$ cat config.mk
export PLATFORM = sky130hd
export DESIGN_NAME = ttc_rx_top
export DESIGN_NICKNAME = d
export VERILOG_FILES = /design/src/logic/ttc_pkg.sv /design/src/logic/ttc_broadcast_receiver.sv /design/src/logic/ttc_trigger_tagger.sv /design/src/logic/ttc_status_regs.sv /design/src/logic/ttc_rx_top.sv
export SDC_FILE = /design/constraint.sdc
export NUM_CORES = 1
export LEC_CHECK = 0
export BUFFER_PORTS_ARGS = -buffer_cell sky130_fd_sc_hd__buf_4
export CORE_MARGIN = 1
export CORE_UTILIZATION = 45
export DETAILED_ROUTE_END_ITERATION = 12
export GPL_ROUTABILITY_DRIVEN = 0
export PLACE_DENSITY_LB_ADDON = 0.15
export SYNTH_ARGS = -nofsm -noshare
export SYNTH_HDL_FRONTEND = slang
export SYNTH_SLANG_ARGS = --single-unit
$ cat constraint.sdc
create_clock -name clk -period 7.1 [get_ports clk]
set_clock_uncertainty 0.2 [all_clocks]
set_input_delay 2.13 -clock clk [delete_from_list [all_inputs] [get_ports clk]]
set_output_delay 2.13 -clock clk [all_outputs]
set_load 0.005 [all_outputs]
$ cat src/logic/ttc_pkg.sv
/*
  ttc broadcast subsystem package
  command and fill codes, widths, register map and the shared structs
*/
`default_nettype none

package ttc_pkg;

  // counter widths of the tagger
  localparam int trig_num_w = 24;
  localparam int ts_w = 40;

  // fill type carried in broadcast bits 7 to 3
  typedef logic [4:0] fill_t;

  localparam fill_t fill_muon     = 5'd1;
  localparam fill_t fill_laser    = 5'd2;
  localparam fill_t fill_pedestal = 5'd3;
  localparam fill_t fill_async    = 5'd4;

  // broadcast bits 7 to 2 of the timestamp reset command
  localparam logic [5:0] cmd_timestamp_reset = 6'b001010;

  // one broadcast strobe from the channel b decoder
  typedef struct packed {
    logic       valid;
    logic [5:0] info;
  } chan_b_cmd_t;

  // receiver to tagger
  typedef struct packed {
    fill_t fill_type;
    logic  accept_pulse_triggers;
    logic  reset_trig_num;
    logic  reset_trig_timestamp;
  } trig_ctrl_t;

  // receiver to register block
  typedef struct packed {
    fill_t       fill_type;
    logic        accept_pulse_triggers;
    logic [31:0] unknown_cmd_count;
    logic        error_unknown_ttc;
  } rx_status_t;

  // one tagged trigger, valid for a single cycle
  typedef struct packed {
    logic                  valid;
    logic [trig_num_w-1:0] trig_num;
    logic [ts_w-1:0]       timestamp;
    fill_t                 fill_type;
  } trig_record_t;

  // register map
  typedef logic [2:0] reg_addr_t;

  localparam reg_addr_t reg_ctrl          = 3'd0;
  localparam reg_addr_t reg_threshold     = 3'd1;
  localparam reg_addr_t reg_unknown_count = 3'd2;
  localparam reg_addr_t reg_status        = 3'd3;

  typedef struct packed {
    logic        wr;
    logic        rd;
    reg_addr_t   addr;
    logic [31:0] wdata;
  } reg_req_t;

endpackage

`default_nettype wire

$ cat src/logic/ttc_broadcast_receiver.sv
/*
  ttc channel b broadcast receiver
  decodes command strobes into fill type, pulse storage enable and resets
*/
`default_nettype none

module ttc_broadcast_receiver (
  input  logic                 clk,
  input  logic                 rst_n,
  input  ttc_pkg::chan_b_cmd_t chan_b,
  input  logic                 evt_count_reset,
  input  logic                 loopback,
  input  logic [31:0]          threshold,
  output ttc_pkg::trig_ctrl_t  trig_ctrl,
  output ttc_pkg::rx_status_t  rx_status
);

  import ttc_pkg::*;

  // command set, broadcast bits 7..3 / 2 / 1..0
  //   xxxxx_1_00  fill type switch, bits 7..3 give the type
  //   00101_0_00  timestamp reset
  //   11000_0_00  start async pulse storage
  //   10000_0_00  stop async pulse storage
  //   00000_0_10  event count reset, seen on evt_count_reset

  fill_t       fill_type_q;
  fill_t       fill_type_d;
  logic        accept_q;
  logic        accept_d;
  logic [31:0] unknown_q;
  logic [31:0] unknown_d;
  logic        ts_reset;
  logic        clear;

  // zero latency pulses
  assign ts_reset = chan_b.valid && (chan_b.info == cmd_timestamp_reset);

  // loopback holds the receiver in its cleared state
  assign clear = !rst_n || loopback;

  // next state, priority as in the command table
  always_comb begin
    fill_type_d = fill_type_q;
    accept_d    = accept_q;
    unknown_d   = unknown_q;
    if (chan_b.valid && chan_b.info[0]) begin
      fill_type_d = chan_b.info[5:1];
    end else if (chan_b.valid && chan_b.info[5] && (chan_b.info[3:0] == 4'b0000)) begin
      // bit 4 selects start or stop
      accept_d = chan_b.info[4];
    end else if (chan_b.valid && !evt_count_reset && !ts_reset) begin
      // nothing matched, soft error
      unknown_d = unknown_q + 32'd1;
    end
  end

  always_ff @(posedge clk) begin
    if (clear) begin
      fill_type_q <= fill_muon;
      accept_q    <= 1'b0;
      unknown_q   <= 32'd0;
    end else begin
      fill_type_q <= fill_type_d;
      accept_q    <= accept_d;
      unknown_q   <= unknown_d;
    end
  end

  // towards the tagger
  assign trig_ctrl.fill_type             = fill_type_q;
  assign trig_ctrl.accept_pulse_triggers = accept_q;
  assign trig_ctrl.reset_trig_num        = evt_count_reset;
  assign trig_ctrl.reset_trig_timestamp  = ts_reset;

  // towards the register block
  assign rx_status.fill_type             = fill_type_q;
  assign rx_status.accept_pulse_triggers = accept_q;
  assign rx_status.unknown_cmd_count     = unknown_q;
  assign rx_status.error_unknown_ttc     = (unknown_q > threshold);

  // soft error count only falls through a clear
  assert property (@(posedge clk) disable iff (!rst_n)
    $past(rst_n) && !$past(loopback) |-> unknown_q >= $past(unknown_q))
    else $error("unknown command count decreased without a clear");

  // fill type moves only on a fill command or a clear
  assert property (@(posedge clk) disable iff (!rst_n)
    $changed(fill_type_q) |->
      $past(chan_b.valid && chan_b.info[0]) || $past(clear))
    else $error("fill type changed without a fill command");

endmodule

`default_nettype wire

$ cat src/logic/ttc_trigger_tagger.sv
/*
  trigger tagger
  timestamp and trigger number counters, emits one record per accepted trigger
*/
`default_nettype none

module ttc_trigger_tagger (
  input  logic                  clk,
  input  logic                  rst_n,
  input  logic                  trigger,
  input  ttc_pkg::trig_ctrl_t   trig_ctrl,
  output ttc_pkg::trig_record_t trig_record
);

  import ttc_pkg::*;

  logic [ts_w-1:0]       timestamp;
  logic [trig_num_w-1:0] trig_num;
  logic [trig_num_w-1:0] trig_num_inc;
  logic                  accept;

  // record payload
  logic                  rec_valid;
  logic [trig_num_w-1:0] rec_num;
  logic [ts_w-1:0]       rec_ts;
  fill_t                 rec_fill;

  // async fill drops triggers unless pulse storage is on
  assign accept = trigger &&
                  ((trig_ctrl.fill_type != fill_async) || trig_ctrl.accept_pulse_triggers);

  // first trigger after a reset is numbered 1
  assign trig_num_inc = trig_num + 1'b1;

  // free running timestamp, reads 0 the cycle after a reset command
  always_ff @(posedge clk) begin
    if (!rst_n) begin
      timestamp <= '0;
    end else if (trig_ctrl.reset_trig_timestamp) begin
      timestamp <= '0;
    end else begin
      timestamp <= timestamp + 1'b1;
    end
  end

  // trigger number, the reset level wins over a trigger
  always_ff @(posedge clk) begin
    if (!rst_n) begin
      trig_num <= '0;
    end else if (trig_ctrl.reset_trig_num) begin
      trig_num <= '0;
    end else if (accept) begin
      trig_num <= trig_num_inc;
    end
  end

  // one cycle strobe, back to back triggers give back to back records
  always_ff @(posedge clk) begin
    if (!rst_n) begin
      rec_valid <= 1'b0;
    end else begin
      rec_valid <= accept;
    end
  end

  // payload captured with the trigger cycle values
  always_ff @(posedge clk) begin
    if (accept) begin
      rec_num  <= trig_num_inc;
      rec_ts   <= timestamp;
      rec_fill <= trig_ctrl.fill_type;
    end
  end

  assign trig_record.valid     = rec_valid;
  assign trig_record.trig_num  = rec_num;
  assign trig_record.timestamp = rec_ts;
  assign trig_record.fill_type = rec_fill;

  // every record traces back to a trigger one cycle earlier
  assert property (@(posedge clk) disable iff (!rst_n)
    trig_record.valid |-> $past(trigger))
    else $error("record emitted without a trigger");

endmodule

`default_nettype wire

$ cat src/logic/ttc_status_regs.sv
/*
  status register block
  loopback and threshold control, read back of receiver status and counters
*/
`default_nettype none

module ttc_status_regs #(
  parameter logic [31:0] reset_threshold = 32'd3
) (
  input  logic                clk,
  input  logic                rst_n,
  input  ttc_pkg::reg_req_t   reg_req,
  input  ttc_pkg::rx_status_t rx_status,
  output logic                loopback,
  output logic [31:0]         threshold,
  output logic [31:0]         reg_rdata,
  output logic                reg_rvalid
);

  import ttc_pkg::*;

  logic [31:0] rd_mux;
  logic [31:0] status_word;

  // status layout: error, pulse storage, fill type
  assign status_word = {25'd0,
                        rx_status.error_unknown_ttc,
                        rx_status.accept_pulse_triggers,
                        rx_status.fill_type};

  // writable registers
  always_ff @(posedge clk) begin
    if (!rst_n) begin
      loopback  <= 1'b0;
      threshold <= reset_threshold;
    end else if (reg_req.wr) begin
      case (reg_req.addr)
        reg_ctrl: begin
          loopback <= reg_req.wdata[0];
        end
        reg_threshold: begin
          threshold <= reg_req.wdata;
        end
        // count and status are read only
        default: begin
        end
      endcase
    end
  end

  // read select
  always_comb begin
    case (reg_req.addr)
      reg_ctrl: begin
        rd_mux = {31'd0, loopback};
      end
      reg_threshold: begin
        rd_mux = threshold;
      end
      reg_unknown_count: begin
        rd_mux = rx_status.unknown_cmd_count;
      end
      reg_status: begin
        rd_mux = status_word;
      end
      default: begin
        rd_mux = 32'd0;
      end
    endcase
  end

  // response one cycle after the read strobe
  always_ff @(posedge clk) begin
    if (!rst_n) begin
      reg_rvalid <= 1'b0;
    end else begin
      reg_rvalid <= reg_req.rd;
    end
  end

  // value as sampled in the read cycle
  always_ff @(posedge clk) begin
    if (reg_req.rd) begin
      reg_rdata <= rd_mux;
    end
  end

  // the port carries one access per cycle
  assert property (@(posedge clk) disable iff (!rst_n)
    !(reg_req.wr && reg_req.rd))
    else $error("register write and read in the same cycle");

endmodule

`default_nettype wire

$ cat src/logic/ttc_rx_top.sv
/*
  ttc broadcast subsystem top
  connects receiver, register block and trigger tagger
*/
`default_nettype none

module ttc_rx_top #(
  parameter logic [31:0] reset_threshold = 32'd3
) (
  input  logic                  clk,
  input  logic                  rst_n,

  // channel b side
  input  ttc_pkg::chan_b_cmd_t  chan_b,
  input  logic                  evt_count_reset,
  input  logic                  trigger,

  // register port
  input  ttc_pkg::reg_req_t     reg_req,
  output logic [31:0]           reg_rdata,
  output logic                  reg_rvalid,

  // trigger logic side
  output ttc_pkg::trig_record_t trig_record,
  output logic                  error_unknown_ttc
);

  import ttc_pkg::*;

  trig_ctrl_t  trig_ctrl;
  rx_status_t  rx_status;
  logic        loopback;
  logic [31:0] threshold;

  // hard error flag straight from the receiver
  assign error_unknown_ttc = rx_status.error_unknown_ttc;

  ttc_broadcast_receiver u_receiver (
    .clk             (clk),
    .rst_n           (rst_n),
    .chan_b          (chan_b),
    .evt_count_reset (evt_count_reset),
    .loopback        (loopback),
    .threshold       (threshold),
    .trig_ctrl       (trig_ctrl),
    .rx_status       (rx_status)
  );

  // steers the receiver through loopback and threshold
  ttc_status_regs #(
    .reset_threshold (reset_threshold)
  ) u_status_regs (
    .clk        (clk),
    .rst_n      (rst_n),
    .reg_req    (reg_req),
    .rx_status  (rx_status),
    .loopback   (loopback),
    .threshold  (threshold),
    .reg_rdata  (reg_rdata),
    .reg_rvalid (reg_rvalid)
  );

  ttc_trigger_tagger u_tagger (
    .clk         (clk),
    .rst_n       (rst_n),
    .trigger     (trigger),
    .trig_ctrl   (trig_ctrl),
    .trig_record (trig_record)
  );

endmodule

`default_nettype wire

-- Word level (Yosys, flattened, before mapping)
Index checks and enable logic that the tools add are counted.
- $lt $le $gt $ge: 1
- bitwise logic cells: 3
- equality and inequality tests: 5
- muxes and demuxes: 1
- add/sub/neg operators: 3
- reductions and logical operators: 20
- operator list (kind ; number):
    $pmux 32 s4 ; 1
    $add 40x1->40 const B ; 1
    $add 32x1->32 const B ; 1
    $gt 32x32->1 ; 1
    $add 24x1->24 const B ; 1
    $logic_and 1x1->1 ; 7
    $eq 3x2->1 const B ; 2
    $eq 6x4->1 const B ; 1
    $reduce_and 2->1 ; 3
    $ne 5x3->1 const B ; 1
    $logic_not 4->1 ; 1
    $reduce_or 2->1 ; 2
    $eq 3x1->1 const B ; 1
    $logic_not 1->1 ; 3
    $logic_not 3->1 ; 1
    $not 1->1 ; 3
    $reduce_and 3->1 ; 1
    $logic_or 1x1->1 ; 2
- bits in registers: 238
- word-level logic and storage cells: 46
- output and inout port bits: 104
- input bits: 48

-- Logic depth before layout (Yosys ltp)
- depth after elaboration: 5
- mapped depth: 8
- mapped depth without buffers: 7

-- Cells and area by module
A second synthesis with hierarchy kept.
- cell total of the unflattened synthesis: 1060
- area total of the unflattened synthesis: 11028.1 µm²
- by module, submodules not included (module ; area each (µm²) ; instances ; sequential area each (µm²) ; cells each):
    ttc_trigger_tagger ; 5485.3 ; 1 ; 3373.2 ; 489
    ttc_status_regs ; 2856.5 ; 1 ; 1641.6 ; 235
    ttc_broadcast_receiver ; 2686.3 ; 1 ; 760.7 ; 336

-- Worst setup path before layout
OpenSTA, ideal clock, no wires.
- path type: input port to flip-flop
- start: input port trigger
- end: register u_tagger.trig_num[5]
- data required time: 6.772 ns
- data arrival time: 4.917 ns
- buffers on the path: 1
- cell stages on the path: 6
- slack: 1.855 ns
- library setup time: 0.128 ns
- cell sequence: o31ai_1 inv_1 buf_1 nand3_1 xor2_1 nor2_1
- longest elaborated chain between the ends: 1
- ends and longest elaborated chain (item ; RTL line ; source):
    start: declaration ; ttc_rx_top.sv:16 ; input logic trigger,
    $logic_and 1x1->1 ; ttc_trigger_tagger.sv:29 ; assign accept = trigger &&
    named net u_tagger.accept ; ttc_trigger_tagger.sv:20 ; logic accept;
    end signal: assignment ; ttc_trigger_tagger.sv:53 ; trig_num <= trig_num_inc;
    end: declaration ; ttc_trigger_tagger.sv:18 ; logic [trig_num_w-1:0] trig_num;
The timed path passes the listed nets, and every way through them passes these cells.
A chain may end at the register's enable or synchronous reset.

-- Worst setup path after layout
- start: register u_receiver.unknown_q[13]
- end: output port error_unknown_ttc
- longest elaborated chain between the ends: 1
- ends and longest elaborated chain (item ; RTL line ; source):
    start: declaration ; ttc_broadcast_receiver.sv:31 ; logic [31:0] unknown_q;
    start signal: assignment ; ttc_broadcast_receiver.sv:66 ; unknown_q <= unknown_d;
    $gt 32x32->1 ; ttc_broadcast_receiver.sv:80 ; assign rx_status.error_unknown_ttc = (unknown_q > threshold);
    end: declaration ; ttc_rx_top.sv:25 ; output logic error_unknown_ttc
No other way between the ends.

==> impl_metrics.env <==
export IMPL_status="finished, final reports clean"
export IMPL_r2r_slack_ps=4170
export IMPL_clockRootBuffer="clkbuf_16"
export IMPL_cts_tree="built"
export IMPL_cap_viol_max_count=0
export IMPL_crit_chain="ha_1 > nand4_1 > nor4_1 > a21boi_0 > o31ai_1 > a21boi_0 > buf_4"
export IMPL_die_area_um2=24200
export IMPL_cts_resized=0
export IMPL_hold_depth=2
export IMPL_final_setup_viol_count=0
export IMPL_tightest_slew_ps=1080
export IMPL_io_buffer_count=151
export IMPL_cellLeakagePower_nw=4.81
export IMPL_floorplan_initialDensity_pct=46.3
export IMPL_drtIter0Drc=394
export IMPL_first_global_vias=7497
export IMPL_overflow=0
export IMPL_min_period_ps=5120
export IMPL_powerDensity_nw_per_um2=227
export IMPL_cp_top_family="compound AO/OA/AOI/OAI gates"
export IMPL_syn_area_per_cell_um2=10.3
export IMPL_drc=0
export IMPL_grt_start_max_net_pins=58
export IMPL_synthesis_nets=1118
export IMPL_area_delta_synth_final_pct=21.0
export IMPL_num_vias=8049
export IMPL_clk_pin_slew_ps=60
export IMPL_fmax_mhz=195
export IMPL_cp_arrival_ps=2790
export IMPL_first_pass_iters=4
export IMPL_synth_top_area_share_pct=28.6
export IMPL_wl_met2_mm=11.5
export IMPL_synth_area_leaders="edfxtp_1 (29%), dfxtp_1 (26%), nand2_1 (4.3%), ha_1 (4.1%), xnor2_1 (3.1%)"
export IMPL_fin_setup_tns_ps=0
export IMPL_yosysSeqAreaShare_pct=54.4
export IMPL_met1_length_mm=11.1
export IMPL_clkLatencyLatePin_ps=510
export IMPL_wl_met3_um=891
export IMPL_criticalPathCategory="flip-flop to primary output"
export IMPL_ys_async_sr_fraction_pct=0
export IMPL_antenna_found_initial=0
export IMPL_whs_ps=270
export IMPL_crit_fanout=8
export IMPL_path_buf_inv=1
export IMPL_cts_buffer_depth=3
export IMPL_slew_viol_final=0
export IMPL_grt_pass1_wl_mm=38.6
export IMPL_diodes=0
export IMPL_synthDistinctLibCells=57
export IMPL_synth_ff_type="dfxtp_1"
export IMPL_worstSetupEndpointType="primary output"
export IMPL_path_common_cell="a21boi_0"
export IMPL_critPathMaxStageDelay_ps=480
export IMPL_r2r_end="u_tagger.trig_num[17]"
export IMPL_slew_headroom_pct=27.4
export IMPL_hold_buffers=0
export IMPL_synth_edf_count=101
export IMPL_cts_setup_buffers=0
export IMPL_slowest_stage="nor4_1"
export IMPL_ys_ff_latch=238
export IMPL_synthCells=1035
export IMPL_rsz0062_at_grt="no"
export IMPL_routed_wl_mm=23.9
export IMPL_fill_cells=2040
export IMPL_htree_levels=1
export IMPL_fin_crit_sh_pct=72.1
export IMPL_timing_rr_start="u_receiver.fill_type_q[0]"
export IMPL_synth_commonest_cells="dfxtp_1 (137), nand2_1 (121), edfxtp_1 (101)"
export IMPL_hold_start="u_status_regs.threshold[4]"
export IMPL_hold_viol_final=0
export IMPL_track_usage_pct=19.9
export IMPL_r2r_cells=8
export IMPL_cp_required_ps=4770
export IMPL_ir_drop_uv=142
export IMPL_avgRoutedWirePerCell_um=15.9
export IMPL_cp_start_kind="flip-flop"
export IMPL_coreArea_um2=22900
export IMPL_syn_area_um2=10600
export IMPL_finalNetCount=1256
export IMPL_highest_layer="met4"
export IMPL_hp_class="flip-flop to flip-flop"
export IMPL_numCtsBuffers=25
export IMPL_postRouteAntennaNets=0
export IMPL_yosysWarnings=0
export IMPL_synth_top_area_cell="edfxtp_1"
export IMPL_ioPinCount=152
export IMPL_die_height_um=156
export IMPL_place_ws_ps=2310
export IMPL_numClockSinks=238
export IMPL_hpwl_mm=16.8
export IMPL_dieWidth_um=156
export IMPL_drive_gt1_share_pct=18.9
export IMPL_worstHoldEndpoint="u_status_regs.threshold[4]"
export IMPL_fin_ws_ps=1980
export IMPL_num_rows=55
export IMPL_routed_via_density=5.35
export IMPL_synthMostInstantiatedCell="dfxtp_1"
-- state kept, by name, summed over array words and instances, names as in the netlist --
| register | flops |
|---|---|
| u_tagger.timestamp | 40 |
| u_receiver.unknown_q | 32 |
| u_tagger.rec_ts | 40 |
| u_status_regs.reg_rdata | 32 |
| u_tagger.rec_valid | 1 |
| u_tagger.rec_fill | 5 |
| u_receiver.accept_q | 1 |
| u_status_regs.loopback | 1 |
| u_tagger.rec_num | 24 |
| u_status_regs.threshold | 32 |
| u_tagger.trig_num | 24 |
| u_receiver.fill_type_q | 5 |
| u_status_regs.reg_rvalid | 1 |
-- stage by stage --
stage	utilization (%)	std cells	total power [mW]	area, um^2
5_1_grt	56.0	1504	3.03	12800
3_5_place_dp	52.4	1459	1.64	12000
6_report	56.0	1504	2.92	12800
2_1_floorplan	-	1035	1.56	10600
3_3_place_gp	52.4	1459	1.64	12000
4_1_cts	56.0	1504	2.95	12800
-- worst min-delay path: stages, from the launching register on --
cell	delay, ps
dfxtp_1	310
nand2_1	50
a21boi_0	60
-- layout by cell type (no fill, tap or decap), types with 25 or more instances in the layout --
| cell | instances |
|---|---|
| a21boi_0 | 32 |
| a21oi_1 | 55 |
| a22o_1 | 25 |
| buf_4 | 160 |
| clkbuf_16 | 26 |
| dfxtp_1 | 137 |
| edfxtp_1 | 101 |
| ha_1 | 35 |
| inv_1 | 49 |
| nand2_1 | 121 |
| nand3_1 | 56 |
| nand4_1 | 31 |
| nor2_1 | 70 |
| xnor2_1 | 38 |
| xor2_1 | 35 |
-- cell type report --
class	count	area [um^2]	share of cell area [%]
Sequential cell	238	5780	45.0
Clock buffer	33	717	5.58
Multi-Input combinational cell	698	4450	34.6
Tap cell	313	392	3.05
Inverter	50	188	1.46
Timing Repair Buffer	160	1200	9.36
Clock inverter	12	120	0.936
-- where the power goes --
group / leakage [nW] / internal (mW) / switching, mW
clock: 0.417 / 0.783 / 0.528
sequential: 2.17 / 1.45 / 0.0152
combinational: 2.23 / 0.0629 / 0.0767
-- how the worst max path moves through the flow --
stage	startpoint	endpoint	cells after the start
3_3_place_gp	reg_req[32]	u_status_regs.threshold[30]	6
5_1_grt	u_status_regs.threshold[15]	error_unknown_ttc	8
2_1_floorplan	trigger	u_tagger.trig_num[5]	6
3_5_place_dp	reg_req[32]	u_status_regs.threshold[30]	6
4_1_cts	u_status_regs.threshold[11]	error_unknown_ttc	8
6_report	u_receiver.unknown_q[13]	error_unknown_ttc	7
-- cells by family after synthesis --
group                    after synthesis  synth area share, %
AND/OR/NAND/NOR                      406                 19.8
flip-flops                           238                 54.4
AO/OA/AOI/OAI                        180                 11.3
buffers and inverters                 99                 3.83
XOR/XNOR                              73                 6.02
adder cells (fa/ha/maj)               35                 4.13
multiplexers                           4                0.495
-- layer usage --
layer / track usage, % / vias to the layer above
met5: 0 / -
met4: 5.18 / 0
met3: 2.72 / 32
met2: 34.3 / 160
met1: 26.3 / 3837
li1: - / 4020
Power figures use the tool's default switching activity.
